===== config.mk =====
export PLATFORM = sky130hd
export DESIGN_NAME = ow_master
export DESIGN_NICKNAME = d
export VERILOG_FILES = /design/src/ow_pkg.sv /design/src/ow_slot_timer.sv /design/src/ow_byte_engine.sv /design/src/ow_txn_sequencer.sv /design/src/ow_read_credit.sv /design/src/ow_master.sv
export SDC_FILE = /design/constraint.sdc
export NUM_CORES = 1
export LEC_CHECK = 0
export BUFFER_PORTS_ARGS = -buffer_cell sky130_fd_sc_hd__buf_2
export CAP_MARGIN = 25
export CORE_MARGIN = 2
export CORE_UTILIZATION = 40
export CTS_CLUSTER_SIZE = 20
export DETAILED_ROUTE_END_ITERATION = 8
export GPL_TIMING_DRIVEN = 0
export PLACE_DENSITY_LB_ADDON = 0.15
export SLEW_MARGIN = 20
export SYNTH_ARGS = -nofsm -noshare
export SYNTH_HDL_FRONTEND = slang
export SYNTH_SLANG_ARGS = --single-unit

===== constraint.sdc =====
create_clock -name clk -period 8 [get_ports clk]
set_input_delay 1.6 -clock clk [delete_from_list [all_inputs] [get_ports clk]]
set_output_delay 1.6 -clock clk [all_outputs]
set_load 0.01 [all_outputs]

===== src/ow_pkg.sv =====
`default_nettype none

package ow_pkg;

    // The ROM code is shifted out as a flat word and read back as its fields.
    typedef union packed {
        logic [63:0] bits;
        struct packed {
            logic [7:0]  crc;
            logic [47:0] serial;
            logic [7:0]  family;
        } fields;
    } ow_rom_code_u;

    typedef struct packed {
        logic [7:0]   rom_command;
        logic         match_rom;     // Send the ROM code after the ROM command.
        ow_rom_code_u rom_code;
        logic [7:0]   func_cmd;
        logic [15:0]  address;
        logic         is_write;      // High writes data bytes, low reads them.
        logic [5:0]   length;        // Number of data bytes minus one.
    } ow_cmd_t;

    typedef struct packed {
        logic       presence_ok;
        logic [6:0] bytes_done;
    } ow_status_t;

    typedef enum logic [1:0] {
        SLOT_RESET,
        SLOT_WRITE0,
        SLOT_WRITE1,
        SLOT_READ
    } ow_slot_e;

    typedef enum logic [1:0] {
        BYTE_SEND,
        BYTE_RECV
    } ow_byte_op_e;

    // Standard speed counts for a 50 MHz clock.
    localparam logic [15:0] DEF_RESET_LOW       = 16'd24000;  // 480 us.
    localparam logic [15:0] DEF_PRESENCE_SAMPLE = 16'd3500;   // 70 us after release.
    localparam logic [15:0] DEF_RESET_RECOVER   = 16'd24000;
    localparam logic [15:0] DEF_SLOT_LEN        = 16'd3500;
    localparam logic [15:0] DEF_WRITE0_LOW      = 16'd3000;
    localparam logic [15:0] DEF_WRITE1_LOW      = 16'd500;
    localparam logic [15:0] DEF_READ_INIT       = 16'd300;
    localparam logic [15:0] DEF_READ_SAMPLE     = 16'd700;

    localparam logic [3:0] CREDIT_MAX = 4'd8;

endpackage

`default_nettype wire


===== src/ow_slot_timer.sv =====
`timescale 1ns/1ps
`default_nettype none

module ow_slot_timer
    import ow_pkg::*;
#(
    parameter logic [15:0] RESET_LOW       = DEF_RESET_LOW,
    parameter logic [15:0] PRESENCE_SAMPLE = DEF_PRESENCE_SAMPLE,
    parameter logic [15:0] RESET_RECOVER   = DEF_RESET_RECOVER,
    parameter logic [15:0] SLOT_LEN        = DEF_SLOT_LEN,
    parameter logic [15:0] WRITE0_LOW      = DEF_WRITE0_LOW,
    parameter logic [15:0] WRITE1_LOW      = DEF_WRITE1_LOW,
    parameter logic [15:0] READ_INIT       = DEF_READ_INIT,
    parameter logic [15:0] READ_SAMPLE     = DEF_READ_SAMPLE
) (
    input  logic     clk,
    input  logic     reset_flag,
    input  logic     slot_start,
    input  ow_slot_e slot_kind,
    input  logic     rst_start,
    output logic     slot_ready,
    output logic     slot_done,
    output logic     slot_bit,
    input  logic     data_in,
    output logic     data_out
);

    // Down-counter values at which the line is sampled in the released part.
    localparam logic [15:0] READ_PICK  = SLOT_LEN - READ_SAMPLE - 16'd1;
    localparam logic [15:0] RESET_PICK = RESET_RECOVER - PRESENCE_SAMPLE - 16'd1;

    typedef enum logic [1:0] {PH_IDLE, PH_LOW, PH_REL} phase_e;

    phase_e      phase;
    ow_slot_e    kind_q;
    logic [15:0] cnt;
    logic        start_any;
    ow_slot_e    start_kind;
    logic        sample_hit;

    function automatic logic [15:0] low_cycles(ow_slot_e kind);
        case (kind)
            SLOT_RESET:  return RESET_LOW;
            SLOT_WRITE0: return WRITE0_LOW;
            SLOT_WRITE1: return WRITE1_LOW;
            default:     return READ_INIT;
        endcase
    endfunction

    function automatic logic [15:0] rel_cycles(ow_slot_e kind);
        case (kind)
            SLOT_RESET:  return RESET_RECOVER;
            SLOT_WRITE0: return SLOT_LEN - WRITE0_LOW;
            SLOT_WRITE1: return SLOT_LEN - WRITE1_LOW;
            default:     return SLOT_LEN - READ_INIT;
        endcase
    endfunction

    assign slot_ready = (phase == PH_IDLE);
    assign start_any  = slot_ready && (rst_start || slot_start);
    assign start_kind = rst_start ? SLOT_RESET : slot_kind;

    assign sample_hit = (phase == PH_REL) &&
                        (((kind_q == SLOT_READ) && (cnt == READ_PICK)) ||
                         ((kind_q == SLOT_RESET) && (cnt == RESET_PICK)));

    always_ff @(posedge clk) begin
        if (reset_flag) begin
            phase     <= PH_IDLE;
            kind_q    <= SLOT_RESET;
            cnt       <= 16'd0;
            slot_done <= 1'b0;
            data_out  <= 1'b1;
        end else begin
            slot_done <= 1'b0;
            case (phase)
                PH_IDLE: begin
                    if (start_any) begin
                        kind_q   <= start_kind;
                        cnt      <= low_cycles(start_kind) - 16'd1;
                        data_out <= 1'b0;
                        phase    <= PH_LOW;
                    end
                end
                PH_LOW: begin
                    if (cnt == 16'd0) begin
                        cnt      <= rel_cycles(kind_q) - 16'd1;
                        data_out <= 1'b1;  // Release the line and let the pull-up take it.
                        phase    <= PH_REL;
                    end else begin
                        cnt <= cnt - 16'd1;
                    end
                end
                PH_REL: begin
                    if (cnt == 16'd0) begin
                        slot_done <= 1'b1;
                        phase     <= PH_IDLE;
                    end else begin
                        cnt <= cnt - 16'd1;
                    end
                end
                default: phase <= PH_IDLE;
            endcase
        end
    end

    // A presence pulse is a low line, so the reset slot reports the inverse.
    always_ff @(posedge clk) begin
        if (sample_hit) begin
            slot_bit <= (kind_q == SLOT_RESET) ? !data_in : data_in;
        end
    end

endmodule

`default_nettype wire


===== src/ow_byte_engine.sv =====
`timescale 1ns/1ps
`default_nettype none

module ow_byte_engine
    import ow_pkg::*;
(
    input  logic        clk,
    input  logic        reset_flag,
    input  logic        byte_start,
    input  ow_byte_op_e byte_op,
    input  logic [7:0]  byte_tx,
    output logic        byte_done,
    output logic [7:0]  byte_rx,
    output logic        slot_start,
    output ow_slot_e    slot_kind,
    input  logic        slot_ready,
    input  logic        slot_done,
    input  logic        slot_bit
);

    logic [7:0]  shift_q;
    logic [2:0]  bit_cnt;
    ow_byte_op_e op_q;
    logic        busy;
    logic        issued;  // A slot for the current bit is on the bus.
    logic        bit_end;

    assign slot_start = busy && !issued && slot_ready;
    assign slot_kind  = (op_q == BYTE_RECV) ? SLOT_READ :
                        (shift_q[0] ? SLOT_WRITE1 : SLOT_WRITE0);
    assign bit_end    = busy && issued && slot_done;
    assign byte_rx    = shift_q;

    always_ff @(posedge clk) begin
        if (reset_flag) begin
            busy      <= 1'b0;
            issued    <= 1'b0;
            bit_cnt   <= 3'd0;
            byte_done <= 1'b0;
        end else begin
            byte_done <= 1'b0;
            if (!busy) begin
                if (byte_start) begin
                    busy    <= 1'b1;
                    issued  <= 1'b0;
                    bit_cnt <= 3'd0;
                end
            end else if (slot_start) begin
                issued <= 1'b1;
            end else if (bit_end) begin
                issued  <= 1'b0;
                bit_cnt <= bit_cnt + 3'd1;
                if (bit_cnt == 3'd7) begin
                    busy      <= 1'b0;
                    byte_done <= 1'b1;
                end
            end
        end
    end

    // Bits leave from bit 0 and arrive at bit 7, so both directions are LSB first.
    always_ff @(posedge clk) begin
        if (byte_start && !busy) begin
            shift_q <= byte_tx;
            op_q    <= byte_op;
        end else if (bit_end) begin
            shift_q <= {slot_bit, shift_q[7:1]};
        end
    end

endmodule

`default_nettype wire


===== src/ow_txn_sequencer.sv =====
`timescale 1ns/1ps
`default_nettype none

module ow_txn_sequencer
    import ow_pkg::*;
(
    input  logic        clk,
    input  logic        reset_flag,
    input  ow_cmd_t     cmd,
    input  logic        cmd_valid,
    output logic        cmd_ready,
    output logic        done,
    output ow_status_t  status,
    output logic        byte_start,
    output ow_byte_op_e byte_op,
    output logic [7:0]  byte_tx,
    input  logic        byte_done,
    input  logic [7:0]  byte_rx,
    output logic        rst_start,
    input  logic        rst_done,
    input  logic        rst_presence,
    output logic        wr_req,
    output logic [5:0]  wr_index,
    input  logic        wr_valid,
    input  logic [7:0]  wr_data,
    input  logic        hold_free,
    output logic        hold_load,
    output logic [7:0]  hold_byte
);

    typedef enum logic [3:0] {
        ST_IDLE, ST_RESET, ST_RESET_WAIT, ST_ROM, ST_CODE, ST_FUNC,
        ST_ADDR_LO, ST_ADDR_HI, ST_WR_FETCH, ST_WR_WAIT, ST_DATA, ST_FINISH
    } state_e;

    state_e       state;
    ow_cmd_t      cmd_q;
    ow_rom_code_u code_q;
    logic [7:0]   wr_byte_q;
    logic [6:0]   byte_cnt;
    logic         pres_q;
    logic         byte_busy;

    assign cmd_ready = (state == ST_IDLE);
    assign rst_start = (state == ST_RESET);
    assign wr_req    = (state == ST_WR_FETCH);
    assign wr_index  = byte_cnt[5:0];
    assign byte_op   = (state == ST_DATA && !cmd_q.is_write) ? BYTE_RECV : BYTE_SEND;
    assign hold_load = (state == ST_DATA) && !cmd_q.is_write && byte_done;
    assign hold_byte = byte_rx;
    assign status    = '{presence_ok: pres_q, bytes_done: byte_cnt};
    assign done      = (state == ST_FINISH) && (!pres_q || cmd_q.is_write || hold_free);

    always_comb begin
        byte_start = 1'b0;
        byte_tx    = 8'h00;
        case (state)
            ST_ROM:     byte_tx = cmd_q.rom_command;
            ST_CODE:    byte_tx = code_q.fields.family;  // Next code byte after shifting.
            ST_FUNC:    byte_tx = cmd_q.func_cmd;
            ST_ADDR_LO: byte_tx = cmd_q.address[7:0];
            ST_ADDR_HI: byte_tx = cmd_q.address[15:8];
            ST_DATA:    byte_tx = wr_byte_q;
            default:    byte_tx = 8'h00;
        endcase
        case (state)
            ST_ROM, ST_CODE, ST_FUNC, ST_ADDR_LO, ST_ADDR_HI: byte_start = !byte_busy;
            ST_DATA: byte_start = !byte_busy && (cmd_q.is_write || hold_free);
            default: byte_start = 1'b0;
        endcase
    end

    always_ff @(posedge clk) begin
        if (reset_flag) begin
            state     <= ST_IDLE;
            byte_busy <= 1'b0;
            byte_cnt  <= 7'd0;
            pres_q    <= 1'b0;
        end else begin
            if (byte_start) begin
                byte_busy <= 1'b1;
            end else if (byte_done) begin
                byte_busy <= 1'b0;
            end
            case (state)
                ST_IDLE: begin
                    if (cmd_valid) begin
                        byte_cnt <= 7'd0;
                        pres_q   <= 1'b0;
                        state    <= ST_RESET;
                    end
                end
                ST_RESET: state <= ST_RESET_WAIT;
                ST_RESET_WAIT: begin
                    if (rst_done) begin
                        pres_q <= rst_presence;
                        state  <= rst_presence ? ST_ROM : ST_FINISH;
                    end
                end
                ST_ROM: begin
                    if (byte_done) begin
                        state <= cmd_q.match_rom ? ST_CODE : ST_FUNC;
                    end
                end
                ST_CODE: begin
                    if (byte_done) begin
                        byte_cnt <= (byte_cnt == 7'd7) ? 7'd0 : byte_cnt + 7'd1;
                        if (byte_cnt == 7'd7) begin
                            state <= ST_FUNC;
                        end
                    end
                end
                ST_FUNC:    if (byte_done) state <= ST_ADDR_LO;
                ST_ADDR_LO: if (byte_done) state <= ST_ADDR_HI;
                ST_ADDR_HI: begin
                    if (byte_done) begin
                        state <= cmd_q.is_write ? ST_WR_FETCH : ST_DATA;
                    end
                end
                ST_WR_FETCH: state <= ST_WR_WAIT;
                ST_WR_WAIT:  if (wr_valid) state <= ST_DATA;
                ST_DATA: begin
                    if (byte_done) begin
                        byte_cnt <= byte_cnt + 7'd1;
                        if (byte_cnt[5:0] == cmd_q.length) begin
                            state <= ST_FINISH;
                        end else if (cmd_q.is_write) begin
                            state <= ST_WR_FETCH;
                        end
                    end
                end
                ST_FINISH: if (done) state <= ST_IDLE;  // A read waits for its last byte to leave.
                default:   state <= ST_IDLE;
            endcase
        end
    end

    always_ff @(posedge clk) begin
        if (cmd_valid && cmd_ready) begin
            cmd_q  <= cmd;
            code_q <= cmd.rom_code;
        end else if (state == ST_CODE && byte_done) begin
            code_q.bits <= code_q.bits >> 8;
        end
        if (state == ST_WR_WAIT && wr_valid) begin
            wr_byte_q <= wr_data;
        end
    end

endmodule

`default_nettype wire


===== src/ow_read_credit.sv =====
`timescale 1ns/1ps
`default_nettype none

module ow_read_credit
    import ow_pkg::*;
#(
    parameter logic [3:0] CREDIT_MAX = ow_pkg::CREDIT_MAX
) (
    input  logic       clk,
    input  logic       reset_flag,
    input  logic       hold_load,
    input  logic [7:0] hold_byte,
    output logic       hold_free,
    input  logic       credit_return,
    output logic       rd_valid,
    output logic [7:0] rd_data
);

    logic [3:0] credits;
    logic [7:0] hold_q;
    logic       held;
    logic       grant;

    assign hold_free = !held;
    assign rd_valid  = held && (credits != 4'd0);
    assign rd_data   = hold_q;
    // A full counter still takes a return when a credit is spent in the same cycle.
    assign grant     = credit_return && ((credits != CREDIT_MAX) || rd_valid);

    always_ff @(posedge clk) begin
        if (reset_flag) begin
            credits <= 4'd0;
            held    <= 1'b0;
        end else begin
            case ({grant, rd_valid})
                2'b10:   credits <= credits + 4'd1;
                2'b01:   credits <= credits - 4'd1;
                default: credits <= credits;
            endcase
            if (hold_load) begin
                held <= 1'b1;
            end else if (rd_valid) begin
                held <= 1'b0;
            end
        end
    end

    always_ff @(posedge clk) begin
        if (hold_load) begin
            hold_q <= hold_byte;
        end
    end

endmodule

`default_nettype wire


===== src/ow_master.sv =====
`timescale 1ns/1ps
`default_nettype none

module ow_master
    import ow_pkg::*;
#(
    parameter logic [15:0] RESET_LOW       = DEF_RESET_LOW,
    parameter logic [15:0] PRESENCE_SAMPLE = DEF_PRESENCE_SAMPLE,
    parameter logic [15:0] RESET_RECOVER   = DEF_RESET_RECOVER,
    parameter logic [15:0] SLOT_LEN        = DEF_SLOT_LEN,
    parameter logic [15:0] WRITE0_LOW      = DEF_WRITE0_LOW,
    parameter logic [15:0] WRITE1_LOW      = DEF_WRITE1_LOW,
    parameter logic [15:0] READ_INIT       = DEF_READ_INIT,
    parameter logic [15:0] READ_SAMPLE     = DEF_READ_SAMPLE,
    parameter logic [3:0]  CREDIT_MAX      = ow_pkg::CREDIT_MAX
) (
    input  logic       clk,
    input  logic       reset_flag,
    input  ow_cmd_t    cmd,
    input  logic       cmd_valid,
    output logic       cmd_ready,
    output logic       done,
    output ow_status_t status,
    output logic       wr_req,
    output logic [5:0] wr_index,
    input  logic       wr_valid,
    input  logic [7:0] wr_data,
    output logic       rd_valid,
    output logic [7:0] rd_data,
    input  logic       credit_return,
    input  logic       data_in,
    output logic       data_out
);

    logic        byte_start;
    ow_byte_op_e byte_op;
    logic [7:0]  byte_tx;
    logic        byte_done;
    logic [7:0]  byte_rx;
    logic        slot_start;
    ow_slot_e    slot_kind;
    logic        slot_ready;
    logic        slot_done;
    logic        slot_bit;
    logic        rst_start;
    logic        hold_free;
    logic        hold_load;
    logic [7:0]  hold_byte;

    ow_txn_sequencer u_sequencer (
        .clk, .reset_flag, .cmd, .cmd_valid, .cmd_ready, .done, .status,
        .byte_start, .byte_op, .byte_tx, .byte_done, .byte_rx,
        .rst_start, .rst_done(slot_done), .rst_presence(slot_bit),
        .wr_req, .wr_index, .wr_valid, .wr_data,
        .hold_free, .hold_load, .hold_byte
    );

    ow_byte_engine u_byte_engine (
        .clk, .reset_flag, .byte_start, .byte_op, .byte_tx, .byte_done, .byte_rx,
        .slot_start, .slot_kind, .slot_ready, .slot_done, .slot_bit
    );

    // The reset request only comes while the byte engine is idle.
    ow_slot_timer #(
        .RESET_LOW(RESET_LOW), .PRESENCE_SAMPLE(PRESENCE_SAMPLE),
        .RESET_RECOVER(RESET_RECOVER), .SLOT_LEN(SLOT_LEN),
        .WRITE0_LOW(WRITE0_LOW), .WRITE1_LOW(WRITE1_LOW),
        .READ_INIT(READ_INIT), .READ_SAMPLE(READ_SAMPLE)
    ) u_slot_timer (
        .clk, .reset_flag, .slot_start, .slot_kind, .rst_start,
        .slot_ready, .slot_done, .slot_bit, .data_in, .data_out
    );

    ow_read_credit #(
        .CREDIT_MAX(CREDIT_MAX)
    ) u_read_credit (
        .clk, .reset_flag, .hold_load, .hold_byte, .hold_free,
        .credit_return, .rd_valid, .rd_data
    );

endmodule

`default_nettype wire


==> reports/metrics.yaml, run 1 <==
first_global_vias: 6054
cts.sinks: 176
synth_cells: 736
ys_warn_count: 0
fp.dieH_microns: 152.4
pwr-share-clk_pct: 22.7
synth_seq_cells: 176
crit_top_cell: "clkbuf_1"
netlist_area_sq_um: 8805
dp_hpwl_mm: 16.57
syn_avg_cell_area_sq_um: 11.96
initial_core_util_pct: 40.60
worstSetupStartpointType: "register"
layout.nets: 1049
ys_seq_area_share_pct: 54.80
status: "complete, no violations"
fmax_mhz: 229.3
p_switching_uw: 1355
cp-end-kind: "primary output"
drc: 0
setup_violations: 0
synth_edf_count: 130
vias: 6494
grt_max_degree: 50
portBuffers: 143
worst_hold_slack_ns: 0.4539
clockBufferDepth: 2
track_usage_pct: 19.03
grt_pass1_wl_mm: 34.29
hold_buffers: 0
antenna_found_initial: 0
via_per_inst: 5.421
core_area_sq_um: 21690
seqPwrFrac_pct: 38.2
first_pass_iters: 5
num_rows: 54
synth_top_area_share_pct: 44.34
avgRoutedWirePerCell_microns: 18.51
max-cap-violations: 0
r2r-start: "u_sequencer.state[2]"
crit_required_ns: 6.40
worstSkewPairLatency_ns: 0.44
die_w_microns: 152.4
hold_path.class: "reg -> reg"
hold_viol: 0
fin_cells: 1198
powerDensity_nw_per_um2: 345.4
synth_area_leaders: "edfxtp_1 (44%), dfxtp_1 (10%), mux2_2 (8.4%)"
cts_resized: 0
crit_chain: "clkbuf_1 > clkbuf_1 > buf_1 > and2_1 > and3_1 > buf_2"
cp_slowest_cell: "buf_1"
cts_tree: "built"
irDropWorstVdd_v: 0.0001726
path_class: "reg -> out"
maxSlewViolCount: 0
path_clk_slew_ns: 0.08
drt_iter0_drc: 446
comb_power_share_pct: 39.1
synth-async-reset-ratio_pct: 0
slowest_delay_ns: 0.52
cts_setup_buffers: 0
cp-startpoint: "u_sequencer.state[1]"
cts_buffers: 17
diodes: 0
tightest_slew_ns: 0.7970
cts_htree_levels: 4
clock_skew_ns: 0.02004
layout_common_cells: "buf_2 (151), edfxtp_1 (130), mux2_2 (66), dfxtp_1 (46), nor2_1 (36)"
overflow: 0
drive_above_1_share_pct: 30.83
gp_congestion: 0.8740
fp.dieArea_sq_um: 23220
drt_wl_total_mm: 22.18
relSlewSlack_pct: 46.74
arrival_ns: 2.76
p_int_uw: 2282
swShare_pct: 37.26
synth_flop_cell: "edfxtp_1"
areaGrowthSynthToFinish_pct: 19.60
io_pins: 145
root_buffer: "clkbuf_16"
fin_crit_sh_pct: 54.50
dp.cells: 1166
ys_types: 79
rsz0062_at_grt: "no"
min_from: "u_byte_engine.byte_rx[3]"
power.leakage_uw: 0.004014
synth_top_area_cell: "edfxtp_1"
final_common_cell: "buf_2"
cp_max_fo: 10
synth.net_count: 880
layout_min_cycle_time_ns: 4.360
detail-route-antenna-nets: 0
## routing by layer
metal  global-route usage, %  part of all wire [%]
met5                       0                     0
met4                   6.409                   1.8
met1                   27.54                    47
met2                   29.09                    45
met3                   3.214                   5.6
## sequential cells by signal, summed over array words and instances (netlist names), 2 cells and up
signal	count
u_slot_timer.phase	2
u_sequencer.byte_cnt	7
u_slot_timer.cnt	16
u_byte_engine.bit_cnt	3
u_sequencer.wr_byte_q	8
u_sequencer.state	4
u_slot_timer.kind_q	2
u_byte_engine.byte_rx	8
u_read_credit.rd_data	8
u_read_credit.credits	4
u_sequencer.code_q	64
u_sequencer.cmd_q	40
## path summary, 6_finish.rpt
check	to	slack, ns	depth (start not counted)
setup / recovery	done	3.64	6
hold / removal	u_read_credit.rd_data[3]	0.45	0
setup reg to reg	u_sequencer.code_q[13]	4.29	9
hold reg to reg	u_read_credit.rd_data[3]	0.45	0
## logic make-up (layout without fill, tap and decap cells)
| kind of cell | Yosys count | after routing | synth area share, % |
|---|---|---|---|
| AO/OA/AOI/OAI | 148 | 148 | 12.09 |
| XOR/XNOR | 20 | 20 | 1.990 |
| AND/OR/NAND/NOR | 200 | 200 | 12.66 |
| adder cells (fa/ha/maj) | 26 | 26 | 3.780 |
| flip-flops | 176 | 176 | 54.80 |
| buffers and inverters | 84 | 266 | 4.377 |
| multiplexers | 82 | 82 | 10.30 |
## synth_stat cells (all sizes together), types with 6 or more instances
cell type  instances
a211oi             7
a21o               6
a21oi             32
a22oi              8
and2              10
buf               26
clkbuf            29
dfxtp             46
edfxtp           130
ha                25
inv               29
mux2              69
mux2i             13
nand2             25
nand2b             9
nand3             26
nor2              36
nor2b             16
nor3              24
nor4               9
o21ai             19
o22ai              7
o31ai              8
or3                6
or4                6
xnor2             14
xor2               6
## critical path: cells and delay by family (launching register included)
kind / cells / cell delay [ns]
flops: 1 / 0.36
simple gates: 2 / 0.51
buf+inv: 4 / 1.44
## metrics by stage
step / utilization, % / power [uW] / instance area, sq um / setup slack [ns] / setup TNS (ns)
6_report: 48.55 / 3637 / 10530 / 3.640 / 0
3_5_place_dp: 45.85 / 2813 / 9943 / 4.159 / 0
5_1_grt: 48.55 / 3852 / 10530 / 3.458 / 0
2_1_floorplan: - / 2415 / 8805 / 1.425 / 0
3_3_place_gp: 45.51 / 2812 / 9871 / -0.9215 / -58.74
4_1_cts: 48.55 / 3649 / 10530 / 3.655 / 0
## final cells by class
| class | count | area [sq um] |
|---|---|---|
| clock buffer | 17 | 425.4 |
| tap | 280 | 350.3 |
| multi-input combinational | 476 | 3600 |
| buffer | 55 | 280.3 |
| inverter | 29 | 108.9 |
| clock inverter | 15 | 161.4 |
| fill | 1981 | 11160 |
| sequential | 176 | 4825 |
| timing repair buffer | 150 | 779.5 |
## power groups by stage
stage                     Combinational, uW  Clock, uW  Sequential, uW
after floorplan                        1030          0            1390
after global placement                 1380          0            1430
after detailed placement               1410          0            1410
after CTS                              1410        845            1390
after global routing                   1550        889            1410
final                                  1420        827            1390
No activity file was read; power rests on OpenSTA's default activity.
==> run 2: changes to the inputs <==
- ABC_AREA: default -> 1
- clock period: 8 -> 4.3 ns (I/O delays scaled with it)
==> run 2 against run 1 <==
Non-clock buffer count shrank 26. Count of clock-buffer cells in the layout is the same. Clock power grew 93%.
==> reports/metrics.yaml, run 2 <==
whs_endpoint: "u_read_credit.rd_data[6]"
portBuffers: 144  # +0.70%
grt_max_degree: 50  # unchanged
maxSlewViolCount: 0  # unchanged
arrival_ns: 2.56  # -0.20 ns
fin_crit_sh_pct: 56.39
drt_iter0_drc: 386  # -13%
cts_resized: 0  # unchanged
min_from: "u_byte_engine.byte_rx[6]"
layout_min_cycle_time_ns: 2.425
hold_buffers: 0  # unchanged
cts_setup_buffers: 0  # unchanged
cp-startpoint: "u_sequencer.state[2]"
worst_hold_slack_ns: 0.4516  # -0.002233 ns
worstRegToRegCells: 9  # unchanged
synth_seq_cells: 176  # unchanged
avgRoutedWirePerCell_microns: 14.63  # -21%
cts.sinks: 176  # unchanged
synth_cells: 1020  # +39%
initial_core_util_pct: 40.32  # -0.27 points
num_rows: 54  # unchanged
path_clk_slew_ns: 0.07  # about the same
core_area_sq_um: 21620  # -0.31%
setup_slack_ns: 1.875  # -1.764 ns
rsz0062_at_grt: "no"
post-place-ws_ns: 1.638  # -2.522 ns
drt_wl_total_mm: 21.65  # -2.4%
cts_tree: "built"
synthTopCellsByCount: "nand2_1 (394), edfxtp_1 (130), inv_1 (98)"
fp.dieH_microns: 151.6  # -0.48%
r2r-start: "u_sequencer.state[2]"
multiInputGateArea_sq_um: 3348  # -7.0%
grt_pass1_wl_mm: 34.04  # -0.73%
tightest_slew_ns: 0.9817  # +0.1847 ns
netlist_area_sq_um: 8718  # -0.98%
r2r-end: "u_sequencer.code_q[47]"
vias: 7037  # +8.4%
dp_hpwl_mm: 16.13  # -2.7%
final_common_cell: "nand2_1"
worstSetupStartpointType: "register"
crit_required_ns: 4.44  # -1.96 ns
overflow: 0  # unchanged
detail-route-antenna-nets: 0  # unchanged
hold_path.class: "reg -> reg"
synth_flop_cell: "edfxtp_1"
max-cap-violations: 0  # unchanged
first_pass_iters: 5  # unchanged
r2r_slack_ns: 1.88  # -2.41 ns
fp.dieArea_sq_um: 22990  # -0.96%
synth-async-reset-ratio_pct: 0  # unchanged
gp_congestion: 0.9149  # +4.7%
layout.nets: 1330  # +27%
clock_skew_ns: 0.01412  # -0.005924 ns
path_class: "reg -> reg"
clockBufferDepth: 2  # unchanged
setup_violations: 0  # unchanged
synth.net_count: 1164  # +32%
relSlewSlack_pct: 34.31  # -12 points
cts_htree_levels: 4  # unchanged
top_regs: "u_sequencer.code_q (64), u_sequencer.cmd_q (40), u_slot_timer.cnt (16)"
syn_avg_cell_area_sq_um: 8.547  # -29%
drc: 0  # unchanged
irDropWorstVdd_v: 0.0002914  # +69%
largest_reg_flops: 64  # unchanged
ys_types: 39  # -51%
antenna_found_initial: 3  # +3
synth_most_common_cell: "nand2_1"
drive_above_1_share_pct: 19.53  # -11 points
worstSkewPairLatency_ns: 0.43  # about the same
synth_area_leaders: "edfxtp_1 (45%), nand2_1 (17%), dfxtp_1 (11%)"
n_fill_cell: 2125  # +7.3%
top_register: "u_sequencer.code_q"
synth_top_area_cell: "edfxtp_1"
status: "complete, no violations"
powerDensity_nw_per_um2: 626.8  # +81%
root_buffer: "clkbuf_16"
synth_edf_count: 130  # unchanged
cp_max_fo: 24  # +14
areaGrowthSynthToFinish_pct: 20.31
hold_viol: 0  # unchanged
track_usage_pct: 19.37  # +0.35 points
power.leakage_uw: 0.004811  # +20%
cp-end-kind: "register"
ys_seq_area_share_pct: 55.34  # +0.54 points
cts_buffers: 17  # unchanged
layout_common_cells: "nand2_1 (394), buf_2 (157), edfxtp_1 (130), inv_1 (98), nor2_1 (97)"
first_global_vias: 6698  # +11%
seqCellArea_sq_um: 4825  # unchanged
synth_top_area_share_pct: 44.78  # +0.44 points
ys_warn_count: 0  # unchanged
via_per_inst: 4.755  # -12%
min_delay_path_depth: 0  # unchanged
die_w_microns: 151.6  # -0.48%
fmax_mhz: 412.4
io_pins: 145  # unchanged
run 2: routing by layer:
layer | vias up | routed length, microns | GRT usage (%)
met4 | 4 | 140 | 3.981
li1 | 3628 | - | -
met1 | 3214 | 9664 | 25.28
met3 | 15 | 1327 | 5.359
met2 | 176 | 10500 | 32.47
met5 | - | 21 | 0
run 2: area by class of cell:
cell class / count / area share, %
antenna: 2 / 0.04772
buffer: 32 / 1.730
clock buffer: 17 / 4.056
clock inverter: 14 / 1.658
inverter: 102 / 3.662
multi-input combinational: 710 / 31.92
sequential: 176 / 46.00
tap: 280 / 3.340
timing repair buffer: 147 / 7.587
run 2: worst max-delay path by stage:
stage,endpoint,cells past startpoint
finish,u_sequencer.code_q[47],9
global route,u_sequencer.code_q[54],9
CTS,done,4
detailed placement,u_sequencer.code_q[60],9
global placement,u_sequencer.code_q[58],4
floorplan,u_sequencer.code_q[0],4
run 2: kinds of logic (layout without fill, tap and decap cells):
kind of cell,Yosys count,count (layout),synth area share [%]
DFF,176,176,55.34
AOI/OAI and AO/OA,86,86,5.453
buffers and inverters,134,312,6.444
other,0,2,0
and+or+nand+nor,584,584,27.54
xor gates and xnor gates,14,14,1.406
adders and majority gates,26,26,3.817
run 2: worst max-delay path: stages (launching register included):
cell and delay [ns]:
dfxtp_1 0.36, nor2_1 0.27, nand2_1 0.15, nor2_1 0.28
inv_1 0.12, buf_2 0.20, buf_2 0.23, o21ai_4 0.11
buf_12 0.20, buf_16 0.19
run 2: metrics by stage:
stage	cells	power (uW)	cell area (sq um)	setup TNS (ns)	utilization (%)
3_5_place_dp	1447	5024	9884	0	45.72
3_3_place_gp	1444	4965	9789	-78.72	45.28
4_1_cts	1478	6628	10480	0	48.49
6_report	1480	6574	10490	0	48.51
2_1_floorplan	1020	4325	8718	0	-
5_1_grt	1478	7091	10480	0	48.49
run 2: power by group:
group	internal (uW)	switching [uW]	leakage [uW]
registers	2380	203	0.00159
clock network	876	720	0.000284
logic	799	1590	0.00294
total	4060	2510	0.00481
